### config.mk
export PLATFORM = sky130hd
export DESIGN_NAME = matrix_display
export DESIGN_NICKNAME = d
export VERILOG_FILES = /design/src/rtl/matrix_pkg.sv /design/src/rtl/row_scanner.sv /design/src/rtl/scene_latch.sv /design/src/rtl/glyph_rom.sv /design/src/rtl/color_driver.sv /design/src/rtl/matrix_display.sv
export SDC_FILE = /design/constraint.sdc
export NUM_CORES = 1
export LEC_CHECK = 0
export BUFFER_PORTS_ARGS = -buffer_cell sky130_fd_sc_hd__clkbuf_2
export CORE_MARGIN = 10
export CORE_UTILIZATION = 45
export CTS_BUF_LIST = sky130_fd_sc_hd__clkbuf_8
export CTS_CLUSTER_DIAMETER = 120
export DETAILED_ROUTE_END_ITERATION = 16
export PLACE_DENSITY = 0.79
export SKIP_LAST_GASP = 1
export SYNTH_ARGS = -nofsm -noshare
export SYNTH_HDL_FRONTEND = slang
export SYNTH_SLANG_ARGS = --single-unit
### constraint.sdc
create_clock -name clk -period 2.05 [get_ports clk]
set_input_delay 0.205 -clock clk [delete_from_list [all_inputs] [get_ports clk]]
set_output_delay 0.205 -clock clk [all_outputs]
set_load 0.01 [all_outputs]
### src/rtl/matrix_pkg.sv
package matrix_pkg;

    // panel geometry
    localparam int n_rows = 8;
    localparam int n_cols = 8;

    // glyphs held in the rom, higher numbers are blank
    localparam int n_scenes = 12;

    typedef logic [$clog2(n_rows)-1:0] row_idx_t;

    // bit 7 is the leftmost column
    typedef logic [n_cols-1:0] col_bits_t;

    typedef logic [3:0] scene_t;

    // row lines are active low
    localparam logic [n_rows-1:0] row_off = '1;

endpackage

### src/rtl/row_scanner.sv
`timescale 1ns/1ps

module row_scanner
    import matrix_pkg::*;
#(
    parameter int scan_div = 4
)
(
    input  logic     clk,
    input  logic     rst,
    input  logic     st,
    output row_idx_t row_idx,
    output logic     row_tick,
    output logic     frame_start
);

    localparam int cnt_w = $clog2(scan_div);

    logic [cnt_w-1:0] cnt;
    logic             run;   // set on the first enabled cycle
    logic             last_row;

    assign last_row = (row_idx == row_idx_t'(n_rows - 1));

    // last cycle of the current row
    assign row_tick = st && (cnt == cnt_w'(scan_div - 1));

    // also fires on the first cycle after enable so the first frame
    // picks up the current scene number
    assign frame_start = st && (!run || (row_tick && last_row));

    always_ff @(posedge clk or posedge rst)
    begin
        if (rst)
        begin
            cnt     <= '0;
            row_idx <= '0;
            run     <= 1'b0;
        end
        else if (!st)
        begin
            cnt     <= '0;   // restart the scan from row 0
            row_idx <= '0;
            run     <= 1'b0;
        end
        else
        begin
            run <= 1'b1;
            if (row_tick)
            begin
                cnt     <= '0;
                row_idx <= last_row ? '0 : row_idx + 1'b1;
            end
            else
            begin
                cnt <= cnt + 1'b1;
            end
        end
    end

endmodule

### src/rtl/scene_latch.sv
`timescale 1ns/1ps

module scene_latch
    import matrix_pkg::*;
(
    input  logic   clk,
    input  logic   rst,
    input  logic   st,
    input  scene_t num,
    input  logic   frame_start,
    output scene_t scene
);

    // a new scene only between frames, never mid-scan
    always_ff @(posedge clk or posedge rst)
    begin
        if (rst)
        begin
            scene <= '0;
        end
        else if (!st)
        begin
            scene <= '0;
        end
        else if (frame_start)
        begin
            scene <= num;
        end
    end

endmodule

### src/rtl/glyph_rom.sv
`timescale 1ns/1ps

module glyph_rom
    import matrix_pkg::*;
(
    input  logic      clk,
    input  logic      rst,
    input  scene_t    scene,
    input  row_idx_t  row_idx,
    output col_bits_t pattern,
    output row_idx_t  pattern_row
);

    function automatic col_bits_t glyph_row(input scene_t s, input row_idx_t r);
        col_bits_t p;
        p = '0;
        case (s)
            // discs of growing size
            4'd0:
                case (r)
                    3'd2, 3'd5: p = 8'b0001_1000;
                    3'd3, 3'd4: p = 8'b0011_1100;
                    default:    p = '0;
                endcase
            4'd1:
                case (r)
                    3'd2, 3'd5: p = 8'b0011_1000;
                    3'd3, 3'd4: p = 8'b0111_1100;
                    default:    p = '0;
                endcase
            4'd2:
                case (r)
                    3'd2, 3'd5: p = 8'b0011_1100;
                    3'd3, 3'd4: p = 8'b0111_1110;
                    default:    p = '0;
                endcase
            4'd3:
                case (r)
                    3'd1, 3'd6:             p = 8'b0011_1100;
                    3'd2, 3'd3, 3'd4, 3'd5: p = 8'b0111_1110;
                    default:                p = '0;
                endcase
            4'd4:
                case (r)
                    3'd0, 3'd7: p = 8'b0011_1100;
                    3'd1, 3'd6: p = 8'b0111_1110;
                    default:    p = 8'b1111_1111;
                endcase
            4'd5: p = 8'b1111_1111;   // all lit
            4'd6:
                case (r)
                    3'd0: p = 8'b1100_0011;
                    3'd1: p = 8'b1110_0011;
                    3'd2: p = 8'b1111_0001;
                    3'd3: p = 8'b1110_0011;
                    3'd4: p = 8'b1100_0111;
                    3'd5: p = 8'b1110_0111;
                    3'd6: p = 8'b1111_0111;
                    default: p = 8'b1111_1011;
                endcase
            4'd7:
                case (r)
                    3'd1: p = 8'b0000_0001;
                    3'd2: p = 8'b1000_0001;
                    3'd3: p = 8'b1100_0011;
                    3'd4: p = 8'b1000_0011;
                    3'd5: p = 8'b1100_0111;
                    3'd6: p = 8'b1110_0111;
                    3'd7: p = 8'b1111_0011;
                    default: p = '0;
                endcase
            4'd8:
                case (r)
                    3'd1: p = 8'b0011_1000;
                    3'd2: p = 8'b0100_0100;
                    3'd3: p = 8'b0101_1010;
                    3'd4: p = 8'b0100_1010;
                    3'd5: p = 8'b0011_0010;
                    3'd6: p = 8'b1100_0100;
                    3'd7: p = 8'b0011_1000;
                    default: p = '0;
                endcase
            4'd9:
                case (r)
                    3'd2: p = 8'b0110_0000;
                    3'd3: p = 8'b1111_1100;
                    3'd4: p = 8'b0011_1111;
                    3'd5: p = 8'b0011_1110;
                    3'd6: p = 8'b0001_1100;
                    default: p = '0;
                endcase
            4'd10:
                case (r)
                    3'd2:       p = 8'b0001_1000;
                    3'd3:       p = 8'b0011_1100;
                    3'd4, 3'd5: p = 8'b0111_1110;
                    3'd6:       p = 8'b0010_0100;
                    default:    p = '0;
                endcase
            4'd11:
                case (r)
                    3'd0: p = 8'b1110_0000;
                    3'd1: p = 8'b0110_0000;
                    3'd2: p = 8'b1110_0000;
                    3'd3: p = 8'b0011_0000;
                    3'd4: p = 8'b0011_0001;
                    3'd5: p = 8'b0011_0011;
                    3'd6: p = 8'b0011_1110;
                    default: p = 8'b0001_1100;
                endcase
            default: p = '0;
        endcase
        return p;
    endfunction

    always_ff @(posedge clk or posedge rst)
    begin
        if (rst)
        begin
            pattern     <= '0;
            pattern_row <= '0;
        end
        else
        begin
            // unused scene codes stay dark
            pattern     <= (scene < scene_t'(n_scenes)) ? glyph_row(scene, row_idx) : '0;
            pattern_row <= row_idx;   // keeps the row aligned with its pattern
        end
    end

endmodule

### src/rtl/color_driver.sv
`timescale 1ns/1ps

module color_driver
    import matrix_pkg::*;
(
    input  logic              clk,
    input  logic              rst,
    input  logic              st,
    input  logic              temp,
    input  col_bits_t         pattern,
    input  row_idx_t          pattern_row,
    output logic [n_rows-1:0] row,
    output col_bits_t         colg,
    output col_bits_t         colr
);

    logic [n_rows-1:0] row_sel;

    // one-cold, active low
    assign row_sel = ~(n_rows'(1) << pattern_row);

    always_ff @(posedge clk or posedge rst)
    begin
        if (rst)
        begin
            row  <= row_off;
            colg <= '0;
            colr <= '0;
        end
        else if (!st)
        begin
            row  <= row_off;   // blanked
            colg <= '0;
            colr <= '0;
        end
        else
        begin
            row  <= row_sel;
            colg <= pattern;
            // red over green shows amber during an alarm
            colr <= temp ? pattern : '0;
        end
    end

endmodule

### src/rtl/matrix_display.sv
`timescale 1ns/1ps

module matrix_display
    import matrix_pkg::*;
#(
    parameter int scan_div = 4   // clk cycles per row, at least 4
)
(
    input  logic              clk,
    input  logic              rst,
    input  logic              st,
    input  logic              temp,
    input  scene_t            num,
    output logic [n_rows-1:0] row,
    output col_bits_t         colg,
    output col_bits_t         colr
);

    row_idx_t  row_idx;
    logic      frame_start;
    scene_t    scene;
    col_bits_t pattern;
    row_idx_t  pattern_row;

    row_scanner #(
        .scan_div    (scan_div)
    ) scanner_i (
        .clk         (clk),
        .rst         (rst),
        .st          (st),
        .row_idx     (row_idx),
        .row_tick    (),
        .frame_start (frame_start)
    );

    scene_latch latch_i (
        .clk         (clk),
        .rst         (rst),
        .st          (st),
        .num         (num),
        .frame_start (frame_start),
        .scene       (scene)
    );

    glyph_rom rom_i (
        .clk         (clk),
        .rst         (rst),
        .scene       (scene),
        .row_idx     (row_idx),
        .pattern     (pattern),
        .pattern_row (pattern_row)
    );

    color_driver driver_i (
        .clk         (clk),
        .rst         (rst),
        .st          (st),
        .temp        (temp),
        .pattern     (pattern),
        .pattern_row (pattern_row),
        .row         (row),
        .colg        (colg),
        .colr        (colr)
    );

endmodule

==> flow_metrics.env <==
export IMPL_status="finished, final reports clean"
export IMPL_cp_max_fo=6
export IMPL_post_drt_wl_per_cell_um=15.9
export IMPL_grt_usage_pct=12.8
export IMPL_cpMaxStageDelayCell="dfrtp_2"
export IMPL_io_buffers=31
export IMPL_synthTopCellsByArea="dfrtp_1 (41%), dfstp_2 (9.4%), ha_1 (3.9%)"
export IMPL_finalCritPeriodShare_pct=98.7
export IMPL_setup_violations=0
export IMPL_max_cap_violations=0
export IMPL_grt_max_degree=46
export IMPL_grt_pass1_vias=1817
export IMPL_post_dp_cell_area_sq_um=2550
export IMPL_yosysMostFrequentCell="dfrtp_1"
export IMPL_cts_root_buffer="clkbuf_8"
export IMPL_worst_pin_slew_ps=520
export IMPL_hpwl_mm=3.75
export IMPL_power_density_nw_per_um2=675
export IMPL_synth_area_sq_um=2240
export IMPL_fin_ws_ps=27.5
export IMPL_die_area_sq_um=8200
export IMPL_finalHoldViolations=0
export IMPL_wl_mm=5.36
export IMPL_cp_end_kind="register"
export IMPL_dp_slack_ps=33.1
export IMPL_synth_common_cells="dfrtp_1 (37), nand2_1 (22), nor2_1 (12), o21ai_0 (12)"
export IMPL_fin_cells=338
export IMPL_cts_tree="done"
export IMPL_coreArea_sq_um=4790
export IMPL_drcViolationCount=0
export IMPL_max_freq_ghz=0.494
export IMPL_fillers=421
export IMPL_dp_cells=328
export IMPL_ys_seq_area_share_pct=50.8
export IMPL_initial_core_util_pct=46.8
export IMPL_avgSynthCellArea_sq_um=9.95
export IMPL_async_reset_ff_share_pct=100
export IMPL_syn_nets=240
export IMPL_ys_types=49
export IMPL_cts_sinks=45
export IMPL_yosys_area_top_type="dfrtp_1"
export IMPL_p_total_mw=1.83
export IMPL_cts_inserted_buffers=5
export IMPL_synthCells=225
export IMPL_hold_path_class="input port to asynchronous set/reset pin"
export IMPL_slew_violations=0
export IMPL_synth_top_area_share_pct=41.4
export IMPL_final_area_sq_um=2710
export IMPL_cts_path_max_buffers=2
export IMPL_routabilityCongestion=0.979
export IMPL_via_per_inst=5.70
export IMPL_path_cells="inv_1 -> ha_1 -> or2_2 -> o21ai_4 -> nor2_1 -> a211oi_2 -> nand4_1"
export IMPL_grt_first_pass_wirelength_mm=8.94
export IMPL_start_kind="register"
export IMPL_period_minus_slack_ps=2020
export IMPL_first_pass_iters=5
export IMPL_ctsHoldBuffers=0
export IMPL_nets=285
export IMPL_h_tree_depth=2
export IMPL_p_leak_nw=1.28
export IMPL_peakVddDrop_mv=0.371
export IMPL_ys_flop_type="dfrtp_1"
export IMPL_insertion_delay_ps=300
export IMPL_fin_util_pct=56.7
export IMPL_grt_overflow_total=0
export IMPL_hold_slack_ps=5.60
export IMPL_synth_edf_count=0
export IMPL_fin_setup_tns_ps=0
export IMPL_io_pins=32
export IMPL_critical_path_max_stage_delay_ps=410
export IMPL_critPathRequiredTime_ps=2200
export IMPL_drt_iter0_markers=231
export IMPL_antenna_found_initial=0
export IMPL_dieWidth_um=90.5
export IMPL_antenna_cells=0
export IMPL_ys_warnings_count=0
export IMPL_clk_pin_slew_ps=90
export IMPL_worstPathArrival_ps=2170
export IMPL_cp_num_buf_inv=1
export IMPL_rows=25
export IMPL_cpLargestDelayFamily="simple AND/OR/NAND/NOR gates"
export IMPL_chipHeight_um=90.5
export IMPL_vias=1926
export IMPL_ant_nets=0
export IMPL_syn_to_final_growth_pct=21.2
export IMPL_drive_above_1_share_pct=29.9
export IMPL_ys_ff_latch=45
export IMPL_fin_skew_ps=12.4
export IMPL_crit_type="register to register"
export IMPL_max_slew_margin_pct=65.4
[placed cells by master, fill, tap and decap left out, types with 2 or more instances in the layout]
cell type / Yosys / final
a21oi_1: 11 / 11
nand3_1: 8 / 8
inv_1: 4 / 5
or2_2: 2 / 2
dfstp_2: 8 / 8
nor3_2: 0 / 2
o31ai_1: 2 / 2
nand4_1: 4 / 4
clkbuf_8: 0 / 5
nand2b_1: 2 / 2
nor3_1: 8 / 6
ha_2: 0 / 2
clkbuf_2: 0 / 31
o22ai_1: 2 / 2
o221ai_1: 2 / 2
nor2b_1: 7 / 7
buf_4: 1 / 23
ha_1: 7 / 5
a211oi_1: 5 / 3
a22oi_1: 4 / 4
o21ai_0: 12 / 12
and2_1: 11 / 11
mux2i_1: 4 / 4
o2111ai_1: 3 / 3
a211oi_2: 0 / 2
and3_1: 8 / 8
dfrtp_1: 37 / 36
nor4b_1: 2 / 2
nor2_1: 12 / 12
nand2_1: 22 / 22
[metal layers]
layer	vias up	wire length, um	global-route usage [%]
met2	111	2450	20.5
met1	891	2240	15.3
met5	-	0	0
li1	900	-	-
met4	0	191	5.57
met3	24	478	4.16
[power by group]
| group | internal (mW) | leakage (nW) | switching, mW |
|---|---|---|---|
| clock network | 0.357 | 0.0593 | 0.296 |
| registers | 0.929 | 0.584 | 0.0331 |
| logic | 0.0914 | 0.637 | 0.125 |
| total | 1.38 | 1.28 | 0.454 |
[cells by family (layout without fill, tap and decap cells)]
kind of cell,count (synthesis),count (layout),share of synthesized area (%)
AND/OR/NAND/NOR,97,97,23.6
AO/OA/AOI/OAI,50,50,14.8
flip-flops,45,45,50.8
buffers and inverters,20,66,4.36
adder cells (fa/ha/maj),7,7,3.91
multiplexers,4,4,1.79
XOR/XNOR,2,2,0.783
[layout make-up]
class / count / area, sq um / share of cell area, %
clock buffer: 5 / 68.8 / 2.54
clock inverter: 3 / 38.8 / 1.43
inverter: 4 / 15.0 / 0.554
multi-input combinational: 160 / 1040 / 38.4
sequential: 45 / 1140 / 41.9
tap: 67 / 83.8 / 3.09
timing repair buffer: 54 / 328 / 12.1
[worst paths after layout]
kind / from / endpoint / slack, ps / depth (start not counted)
min: rst / rom_i.pattern[6]$_DFF_PP0_ / 6 / 3
min in group clk: num[2] / latch_i.scene[2]$_DFFE_PP0P_ / 120 / 3
max in group asynchronous: rst / driver_i.row[5]$_DFF_PP1_ / 1660 / 3
max: scanner_i.row_idx[0]$_DFFE_PP0P_ / rom_i.pattern[4]$_DFF_PP0_ / 30 / 7
max reg2reg: scanner_i.row_idx[0]$_DFFE_PP0P_ / rom_i.pattern[4]$_DFF_PP0_ / 30 / 7
min reg2reg: scanner_i.cnt[0]$_DFF_PP0_ / scanner_i.cnt[0]$_DFF_PP0_ / 440 / 1
[timing repair]
| action | in CTS | in global routing |
|---|---|---|
| setup buffers | 0 | 2 |
| endpoints found under the setup margin | 0 | 7 |
| hold endpoints to repair | 0 | 0 |
| gates resized for setup | 0 | 10 |
[worst min-delay path, delay by kind of cell]
| family | cells | cell delay [ps] |
|---|---|---|
| buffers and inverters | 3 | 560 |
[flip-flops by register name, indices dropped and copies added (netlist names)]
name,cells
rom_i.pattern,8
scanner_i.cnt,2
driver_i.row,8
scanner_i.row_idx,3
latch_i.scene,4
driver_i.colg,8
rom_i.pattern_row,3
scanner_i.run,1
driver_i.colr,8
No activity file was read; power rests on OpenSTA's default activity.
